## src/hdl/fpdiv_pkg.sv

```systemverilog
package fpdiv_pkg;

    localparam int NUM_LANES  = 4;
    localparam int LANE_IDX_W = $clog2(NUM_LANES);   // round-robin pointer width

    localparam int TAG_W  = 4;
    localparam int MANT_W = 24;   // with hidden bit
    localparam int EXP_W  = 10;   // signed exponent, room for over/underflow
    localparam int BIAS    = 127;
    localparam int EXP_MIN = 1;
    localparam int EXP_MAX = 254;

    localparam int REM_W  = 26;   // partial remainder, two's complement
    localparam int Q_W    = 28;   // 14 radix-4 digits
    localparam int RIDX_W = 7;    // shifted remainder estimate in eighths
    localparam int N_ITER = 14;
    localparam int CNT_W  = $clog2(N_ITER + 1);
    localparam int LANE_LAT = 16; // accept edge to done

    typedef logic [TAG_W-1:0] tag_t;

    typedef struct packed {
        logic [31:0] dividend;
        logic [31:0] divisor;
        tag_t        tag;
    } div_op_t;

    typedef struct packed {
        logic [31:0] quotient;
        tag_t        tag;
    } div_res_t;

    // {sign, magnitude}, magnitude 0..2
    typedef logic [2:0] digit_t;

endpackage

```

## src/hdl/div_lane_if.sv

```systemverilog
`timescale 1ns/1ps

interface div_lane_if;
    import fpdiv_pkg::*;

    logic     start;   // launch pulse from dispatcher
    div_op_t  op;      // valid with start
    logic     busy;    // lane occupied
    logic     done;    // one cycle, res valid
    div_res_t res;

    modport disp (
        output start,
        output op,
        input  busy
    );

    modport lane (
        input  start,
        input  op,
        output busy,
        output done,
        output res
    );

    // collector only watches completions
    modport coll (
        input done,
        input res
    );

endinterface

```

## src/hdl/srt4_qsel.sv

```systemverilog
`timescale 1ns/1ps

module srt4_qsel (
    input  logic [fpdiv_pkg::RIDX_W-1:0] r_idx,  // 4w truncated to 1/8
    input  logic [2:0]                   d_idx,  // divisor bits after the leading one
    output fpdiv_pkg::digit_t            digit
);
    import fpdiv_pkg::*;

    logic signed [RIDX_W-1:0] r_est;
    logic signed [RIDX_W-1:0] m2;   // lower edge of digit 2, in eighths
    logic signed [RIDX_W-1:0] m1;   // lower edge of digit 1

    assign r_est = $signed(r_idx);

    // thresholds per divisor interval [1+i/8, 1+(i+1)/8)
    // negative side mirrors them since the overlap regions are symmetric
    always_comb begin
        case (d_idx)
            3'd0: begin m2 = 7'sd12; m1 = 7'sd4; end
            3'd1: begin m2 = 7'sd14; m1 = 7'sd4; end
            3'd2: begin m2 = 7'sd15; m1 = 7'sd4; end
            3'd3: begin m2 = 7'sd17; m1 = 7'sd6; end
            3'd4: begin m2 = 7'sd18; m1 = 7'sd6; end
            3'd5: begin m2 = 7'sd20; m1 = 7'sd6; end
            3'd6: begin m2 = 7'sd21; m1 = 7'sd8; end
            default: begin m2 = 7'sd23; m1 = 7'sd8; end
        endcase
    end

    always_comb begin
        if (r_est >= m2) begin
            digit = 3'b010;          // +2
        end else if (r_est >= m1) begin
            digit = 3'b001;          // +1
        end else if (r_est >= -m1) begin
            digit = 3'b000;
        end else if (r_est >= -m2) begin
            digit = 3'b101;          // -1
        end else begin
            digit = 3'b110;          // -2
        end
    end

endmodule

```

## src/hdl/fp_unpack.sv

```systemverilog
`timescale 1ns/1ps

module fp_unpack (
    input  logic [31:0]                         dividend,
    input  logic [31:0]                         divisor,
    output logic [fpdiv_pkg::MANT_W-1:0]        mant_a,
    output logic [fpdiv_pkg::MANT_W-1:0]        mant_b,
    output logic                                sign,
    output logic signed [fpdiv_pkg::EXP_W-1:0]  exp_diff
);
    import fpdiv_pkg::*;

    logic [7:0]              exp_a;
    logic [7:0]              exp_b;
    logic signed [EXP_W-1:0] exp_a_s;
    logic signed [EXP_W-1:0] exp_b_s;

    assign exp_a = dividend[30:23];
    assign exp_b = divisor[30:23];

    // normal operands only so the hidden one is always set
    assign mant_a = {1'b1, dividend[22:0]};
    assign mant_b = {1'b1, divisor[22:0]};

    assign sign = dividend[31] ^ divisor[31];

    // zero extend into the wide signed field
    assign exp_a_s = $signed({{(EXP_W-8){1'b0}}, exp_a});
    assign exp_b_s = $signed({{(EXP_W-8){1'b0}}, exp_b});

    // ea - eb + bias spans -126..380
    // lane and packer see the out-of-range cases directly
    assign exp_diff = exp_a_s - exp_b_s + $signed(EXP_W'(BIAS));

endmodule

```

## src/hdl/fp_round_pack.sv

```systemverilog
`timescale 1ns/1ps

module fp_round_pack (
    input  logic                               sign,
    input  logic signed [fpdiv_pkg::EXP_W-1:0] exp,
    input  logic [fpdiv_pkg::MANT_W-1:0]       mant,   // 1.xxx, leading one at top
    input  logic                               guard,
    input  logic                               round,
    input  logic                               sticky,
    output logic [31:0]                        result
);
    import fpdiv_pkg::*;

    logic                    round_up;
    logic                    carry;
    logic [MANT_W-1:0]       mant_r;
    logic [22:0]             frac;
    logic signed [EXP_W-1:0] exp_f;

    // nearest even
    // a tie only rounds up on an odd mantissa
    assign round_up = guard & (round | sticky | mant[0]);

    assign {carry, mant_r} = {1'b0, mant} + {{MANT_W{1'b0}}, round_up};

    // carry means 1.111.. rolled to 10.000..
    assign frac  = carry ? mant_r[MANT_W-1:1] : mant_r[22:0];
    assign exp_f = exp + $signed({{(EXP_W-1){1'b0}}, carry});

    always_comb begin
        if (exp_f < EXP_MIN) begin
            result = {sign, 31'd0};            // flush to signed zero
        end else if (exp_f > EXP_MAX) begin
            result = {sign, 8'hff, 23'd0};     // saturate to infinity
        end else begin
            result = {sign, exp_f[7:0], frac};
        end
    end

endmodule

```

## src/hdl/srt4_lane.sv

```systemverilog
`timescale 1ns/1ps

module srt4_lane (
    input logic      clk,
    input logic      rst,
    div_lane_if.lane lif
);
    import fpdiv_pkg::*;

    // unpack outputs, sampled on start
    logic [MANT_W-1:0]       mant_a;
    logic [MANT_W-1:0]       mant_b;
    logic                    sign_u;
    logic signed [EXP_W-1:0] exp_u;

    logic [MANT_W-1:0]       d_q;        // divisor mantissa
    logic                    sign_q;
    logic signed [EXP_W-1:0] exp_q;
    tag_t                    tag_q;
    logic [REM_W-1:0]        rem_q;      // holds A before the first step
    logic [Q_W-1:0]          q_q;
    logic [Q_W-1:0]          qm_q;       // always q_q - 1
    logic [CNT_W-1:0]        cnt_q;
    logic                    busy_q;
    logic                    done_q;
    div_res_t                res_q;

    logic                    iter;
    logic                    last;
    logic [REM_W+1:0]        y;          // shifted remainder
    logic [REM_W+1:0]        dq;         // 0, D or 2D
    logic [REM_W+1:0]        p_next;
    digit_t                  digit;
    logic [Q_W-1:0]          q_next;
    logic [Q_W-1:0]          qm_next;

    logic [Q_W-1:0]          q_fin;
    logic                    lead;
    logic [MANT_W-1:0]       mant_n;
    logic                    guard;
    logic                    round;
    logic                    sticky;
    logic signed [EXP_W-1:0] exp_n;
    logic [31:0]             word;

    fp_unpack unpack_i (
        .dividend (lif.op.dividend),
        .divisor  (lif.op.divisor),
        .mant_a   (mant_a),
        .mant_b   (mant_b),
        .sign     (sign_u),
        .exp_diff (exp_u)
    );

    assign last = busy_q && (cnt_q == CNT_W'(N_ITER));
    assign iter = busy_q && !last;

    // step 1 reads A as 4*w0 with w0 = A/4, later steps shift by two
    assign y = (cnt_q == '0) ? {{2{rem_q[REM_W-1]}}, rem_q} : {rem_q, 2'b00};

    srt4_qsel qsel_i (
        .r_idx (y[REM_W:REM_W-RIDX_W+1]),
        .d_idx (d_q[MANT_W-2 -: 3]),
        .digit (digit)
    );

    assign dq = digit[1] ? {3'b000, d_q, 1'b0} :
                digit[0] ? {4'b0000, d_q} : '0;
    assign p_next = digit[2] ? y + dq : y - dq;   // negative digit adds

    // on-the-fly conversion of the signed digit
    always_comb begin
        if (digit[2]) begin
            q_next  = {qm_q[Q_W-3:0], 2'd0 - digit[1:0]};
            qm_next = {qm_q[Q_W-3:0], 2'd3 - digit[1:0]};
        end else if (digit[1:0] != 2'd0) begin
            q_next  = {q_q[Q_W-3:0], digit[1:0]};
            qm_next = {q_q[Q_W-3:0], digit[1:0] - 2'd1};
        end else begin
            q_next  = {q_q[Q_W-3:0], 2'b00};
            qm_next = {qm_q[Q_W-3:0], 2'b11};
        end
    end

    // negative final remainder -> quotient one too large
    assign q_fin  = rem_q[REM_W-1] ? qm_q : q_q;
    assign lead   = q_fin[Q_W-2];                    // quotient >= 1
    assign mant_n = lead ? q_fin[Q_W-2 -: MANT_W] : q_fin[Q_W-3 -: MANT_W];
    assign guard  = lead ? q_fin[2] : q_fin[1];
    assign round  = lead ? q_fin[1] : q_fin[0];
    assign sticky = (lead & q_fin[0]) | (|rem_q);
    assign exp_n  = lead ? exp_q : exp_q - 10'sd1;

    fp_round_pack pack_i (
        .sign   (sign_q),
        .exp    (exp_n),
        .mant   (mant_n),
        .guard  (guard),
        .round  (round),
        .sticky (sticky),
        .result (word)
    );

    always_ff @(posedge clk or negedge rst) begin
        if (!rst) begin
            busy_q <= 1'b0;
            done_q <= 1'b0;
            cnt_q  <= '0;
        end else begin
            done_q <= last;                          // pulse in cycle 16
            if (lif.start) begin
                busy_q <= 1'b1;
                cnt_q  <= '0;
            end else if (last) begin
                busy_q <= 1'b0;
            end else if (iter) begin
                cnt_q <= cnt_q + 1'b1;
            end
        end
    end

    always_ff @(posedge clk) begin
        if (lif.start) begin
            rem_q  <= {2'b00, mant_a};
            q_q    <= '0;
            qm_q   <= '1;
            d_q    <= mant_b;
            sign_q <= sign_u;
            exp_q  <= exp_u;
            tag_q  <= lif.op.tag;
        end else if (iter) begin
            rem_q <= p_next[REM_W-1:0];              // bounded by 2/3 D
            q_q   <= q_next;
            qm_q  <= qm_next;
        end
        if (last) begin
            res_q.quotient <= word;
            res_q.tag      <= tag_q;
        end
    end

    assign lif.busy = busy_q;
    assign lif.done = done_q;
    assign lif.res  = res_q;

endmodule

```

## src/hdl/div_dispatch.sv

```systemverilog
`timescale 1ns/1ps

module div_dispatch (
    input  logic            clk,
    input  logic            rst,
    input  logic            in_valid,
    input  logic [31:0]     in_dividend,
    input  logic [31:0]     in_divisor,
    input  fpdiv_pkg::tag_t in_tag,
    output logic            in_ready,
    div_lane_if.disp        lanes [fpdiv_pkg::NUM_LANES]
);
    import fpdiv_pkg::*;

    logic [NUM_LANES-1:0]  idle;
    logic [NUM_LANES-1:0]  grant;
    logic [LANE_IDX_W-1:0] ptr_q;    // search start
    logic [LANE_IDX_W-1:0] sel;
    logic                  found;
    div_op_t               op;

    assign op = '{dividend: in_dividend, divisor: in_divisor, tag: in_tag};

    for (genvar i = 0; i < NUM_LANES; i++) begin : g_port
        assign idle[i]        = ~lanes[i].busy;
        assign lanes[i].start = grant[i];
        assign lanes[i].op    = op;       // broadcast, start picks the lane
    end

    // first idle lane at or after the pointer
    always_comb begin
        logic [LANE_IDX_W-1:0] idx;
        found = 1'b0;
        sel   = ptr_q;
        for (int k = 0; k < NUM_LANES; k++) begin
            idx = ptr_q + LANE_IDX_W'(k);             // wraps
            if (!found && idle[idx]) begin
                found = 1'b1;
                sel   = idx;
            end
        end
    end

    assign in_ready = |idle;
    assign grant    = (in_valid && found) ? (NUM_LANES'(1) << sel) : '0;

    always_ff @(posedge clk or negedge rst) begin
        if (!rst) begin
            ptr_q <= '0;
        end else if (in_valid && in_ready) begin
            ptr_q <= sel + 1'b1;   // skip past the granted lane
        end
    end

endmodule

```

## src/hdl/div_collect.sv

```systemverilog
`timescale 1ns/1ps

module div_collect (
    input  logic            clk,
    input  logic            rst,
    div_lane_if.coll        lanes [fpdiv_pkg::NUM_LANES],
    output logic            out_valid,
    output logic [31:0]     out_quotient,
    output fpdiv_pkg::tag_t out_tag
);
    import fpdiv_pkg::*;

    logic [NUM_LANES-1:0] done_v;
    div_res_t             res_v [NUM_LANES];
    div_res_t             mux;

    for (genvar i = 0; i < NUM_LANES; i++) begin : g_port
        assign done_v[i] = lanes[i].done;
        assign res_v[i]  = lanes[i].res;
    end

    // fixed latency keeps done one-hot, so an AND-OR mux is enough
    always_comb begin
        mux = '0;
        for (int i = 0; i < NUM_LANES; i++) begin
            mux = mux | (res_v[i] & {$bits(div_res_t){done_v[i]}});
        end
    end

    always_ff @(posedge clk or negedge rst) begin
        if (!rst) begin
            out_valid <= 1'b0;
        end else begin
            out_valid <= |done_v;      // single-cycle pulse
        end
    end

    always_ff @(posedge clk) begin
        if (|done_v) begin
            out_quotient <= mux.quotient;
            out_tag      <= mux.tag;
        end
    end

endmodule

```

## src/hdl/fpdiv_array.sv

```systemverilog
`timescale 1ns/1ps

module fpdiv_array (
    input  logic            clk,
    input  logic            rst,
    input  logic            in_valid,
    input  logic [31:0]     in_dividend,
    input  logic [31:0]     in_divisor,
    input  fpdiv_pkg::tag_t in_tag,
    output logic            in_ready,
    output logic            out_valid,
    output logic [31:0]     out_quotient,
    output fpdiv_pkg::tag_t out_tag
);
    import fpdiv_pkg::*;

    // one link per lane
    div_lane_if lane_if [NUM_LANES] ();

    div_dispatch dispatch_i (
        .clk         (clk),
        .rst         (rst),
        .in_valid    (in_valid),
        .in_dividend (in_dividend),
        .in_divisor  (in_divisor),
        .in_tag      (in_tag),
        .in_ready    (in_ready),
        .lanes       (lane_if)
    );

    for (genvar i = 0; i < NUM_LANES; i++) begin : g_lane
        srt4_lane lane_i (
            .clk (clk),
            .rst (rst),
            .lif (lane_if[i])
        );
    end

    // registered output stage
    div_collect collect_i (
        .clk          (clk),
        .rst          (rst),
        .lanes        (lane_if),
        .out_valid    (out_valid),
        .out_quotient (out_quotient),
        .out_tag      (out_tag)
    );

endmodule

```

## config.mk

```make
export PLATFORM = sky130hd
export DESIGN_NAME = fpdiv_array
export DESIGN_NICKNAME = d
export VERILOG_FILES = /design/src/hdl/fpdiv_pkg.sv /design/src/hdl/div_lane_if.sv /design/src/hdl/srt4_qsel.sv /design/src/hdl/fp_unpack.sv /design/src/hdl/fp_round_pack.sv /design/src/hdl/srt4_lane.sv /design/src/hdl/div_dispatch.sv /design/src/hdl/div_collect.sv /design/src/hdl/fpdiv_array.sv
export SDC_FILE = /design/constraint.sdc
export NUM_CORES = 2
export LEC_CHECK = 0
export BUFFER_PORTS_ARGS = -buffer_cell sky130_fd_sc_hd__buf_2
export CAP_MARGIN = 20
export CORE_MARGIN = 3
export CORE_UTILIZATION = 39
export DETAILED_ROUTE_END_ITERATION = 8
export HOLD_SLACK_MARGIN = 0.15
export PLACE_DENSITY_LB_ADDON = 0.15
export REMOVE_ABC_BUFFERS = 1
export SYNTH_ARGS = -nofsm -noshare
export SYNTH_HDL_FRONTEND = slang
export SYNTH_SLANG_ARGS = --single-unit
```

## constraint.sdc

```tcl
create_clock -name clk -period 9.55 [get_ports clk]
set_input_delay 1.91 -clock clk [delete_from_list [all_inputs] [get_ports clk]]
set_output_delay 1.91 -clock clk [all_outputs]
set_load 0.05 [all_outputs]
```

==> metrics.cfg <==
[timing]
fmax_mhz=116
whs_ns=0.410
setup_tns_ns=0
skew_ns=0.0270
hold_viol=0
rsz0062_at_grt=no
worst_slack_ns=0.929
post-route-period-util_pct=90.3
slew_viol_final=0
setup_viol=0
max_slew_margin_pct=27.6
worst_pin_slew_ns=1.09
fin_crit_ns=8.62

[clock_network]
h-tree-depth=3
postCtsSetupBuffers=0
numCtsBuffers=80
cts-resized-gates=0
cts_tree=done
cts.hold.buffers_added=0
clkSinkCount=679
cts_root_buf=clkbuf_16
cts.path.max_buffers=3
clkTransAtPathRegs_ns=0.06
clk_latency_ns=0.66

[global_route]
grt_pass1_wl_um=225000
antenna_found_initial=1
grtUsageTotal_pct=22.5
grt_max_degree=71
grt_pass1_vias=37900
gr-total-overflow=0

[synthesis]
synth-seq-cells=679
synth_compound_area_share_pct=20.3
synth.avg_cell_area_um2=8.62
synth_most_common_cell=nand2_1
synth_edf_count=424
synthTopCellsByArea=edfxtp_1 (27%), dfxtp_1 (9.7%), nand2_1 (6.7%)
ys_types=103
synth_top_family_by_area=compound AO/OA/AOI/OAI gates
yosysWarnings=0
synthXorXnorAreaFrac_pct=5.76
yosysTopAreaCell=edfxtp_1
yosysTopAreaCellShare_pct=27.1
ys_seq_area_share_pct=38.3
async_flop_share_pct=3.98
synthTopCellsByCount=nand2_1 (838), nor2_1 (549), edfxtp_1 (424)
synthCells=5447
synthFlopType=edfxtp_1
yosys-mux-area-fraction_pct=5.12
synth_fa_ha_area_share_pct=6.16
synthSimpleGateAreaFrac_pct=20.3
syn_area_um2=46900

[cells_and_area]
drive_above_1_share_pct=9.00
area_growth_syn_to_layout_pct=9.73
postLayoutCellArea_um2=51500
num-nets-final=5676

[worst_setup_path]
critPathBufInv=4
path_max_fanout=39
max_stage_delay_ns=0.82
cp.arrival_ns=9.11
crit_required_ns=10.04
worstSetupEndpointType=register
worstSetupStartpointType=register
cp.depth=32
r2r_slack_ns=0.93
crit_family=compound AO/OA/AOI/OAI gates
critical_path_class=reg2reg
cp_slowest_cell=or3b_1
reg2reg_depth=32

[job]
maxCapViolCount=0

[detailed_routing]
dr.pass1.iters=6
post_drt_wl_per_cell_um=20.6
drt_wl_total_um=145000
viasPerCell=5.77
drt_iter0_drc=3304
drc=0
vias=40600
ant_nets=0

[placement]
place_worst_setup_slack_ns=1.14
gp_congestion=0.875
dp_hpwl_um=106000
place_area_um2=48900
port_buffers=108

[floorplanning]
fp.dieW_um=353
rows=126
dieArea_um2=125000
die_h_um=353
initial_core_util_pct=39.5
io_pins=109
core-area_um2=119000

[hold_path]
min_path_type=reg2reg
hold_depth=0

[status]
run_status=finished clean

[stage by stage]
step	util, %	cells
global placement	41.1	6890
finish	43.4	7046
global route	43.4	7045
detailed placement	41.2	6891
floorplan	-	5113
CTS	43.3	7041
[cell usage in the layout, fill, tap and decap left out, types with 149 or more instances in the layout]
cell type / n
o21ai_0: 241
nor3_1: 192
ha_1: 223
nor2_1: 544
a21oi_1: 352
edfxtp_1: 424
nand2_1: 831
inv_1: 149
xnor2_1: 159
dfxtp_1: 224
[final cells by class]
type	count	area, µm²
clock inverters	36	332
fillers	11700	67200
clock buffers	114	2220
repair buffers	182	1180
flip-flops and latches	679	18000
diodes	1	2.50
well taps	1600	2000
multi-input cells	4278	27200
inverters	156	592
[metal layers]
layer	global-route usage, %	wire length, µm	vias up
li1	-	-	19900
met1	31.0	67000	19400
met2	36.0	65700	1079
met3	2.75	6560	210
met4	8.57	6050	0
met5	0	0	-
[final timing paths]
| check | startpoint | end |
|---|---|---|
| min in group asynchronous | rst | g_lane[3].lane_i.cnt_q[0] |
| hold / removal | g_lane[1].lane_i.sign_q | g_lane[1].lane_i.lif.res[35] |
| setup / recovery | g_lane[1].lane_i.cnt_q[0] | g_lane[1].lane_i.rem_q[23] |
| max in group asynchronous | rst | g_lane[1].lane_i.lif.busy |
| setup reg to reg | g_lane[1].lane_i.cnt_q[0] | g_lane[1].lane_i.rem_q[23] |
| hold reg to reg | g_lane[1].lane_i.sign_q | g_lane[1].lane_i.lif.res[35] |
[cell families after synthesis]
| group | Yosys count |
|---|---|
| flip-flops | 679 |
| multiplexers | 226 |
| XOR/XNOR | 308 |
| adder cells (fa/ha/maj) | 228 |
| AO/OA/AOI/OAI | 1413 |
| AND/OR/NAND/NOR | 2095 |
| buffers and inverters | 497 |
| other | 1 |
[flip-flops by register name, indices dropped and copies added, names as in the netlist, 16 cells and up]
| signal | count |
|---|---|
| g_lane.lane_i.rem_q | 104 |
| g_lane.lane_i.lif.res | 144 |
| collect_i.out_quotient | 32 |
| g_lane.lane_i.tag_q | 16 |
| g_lane.lane_i.q_q | 108 |
| g_lane.lane_i.cnt_q | 16 |
| g_lane.lane_i.qm_q | 108 |
| g_lane.lane_i.d_q | 92 |
| g_lane.lane_i.exp_q | 40 |
Power is not shown: default switching activity piles up to over one toggle a cycle in this logic, so the estimate is an artifact.
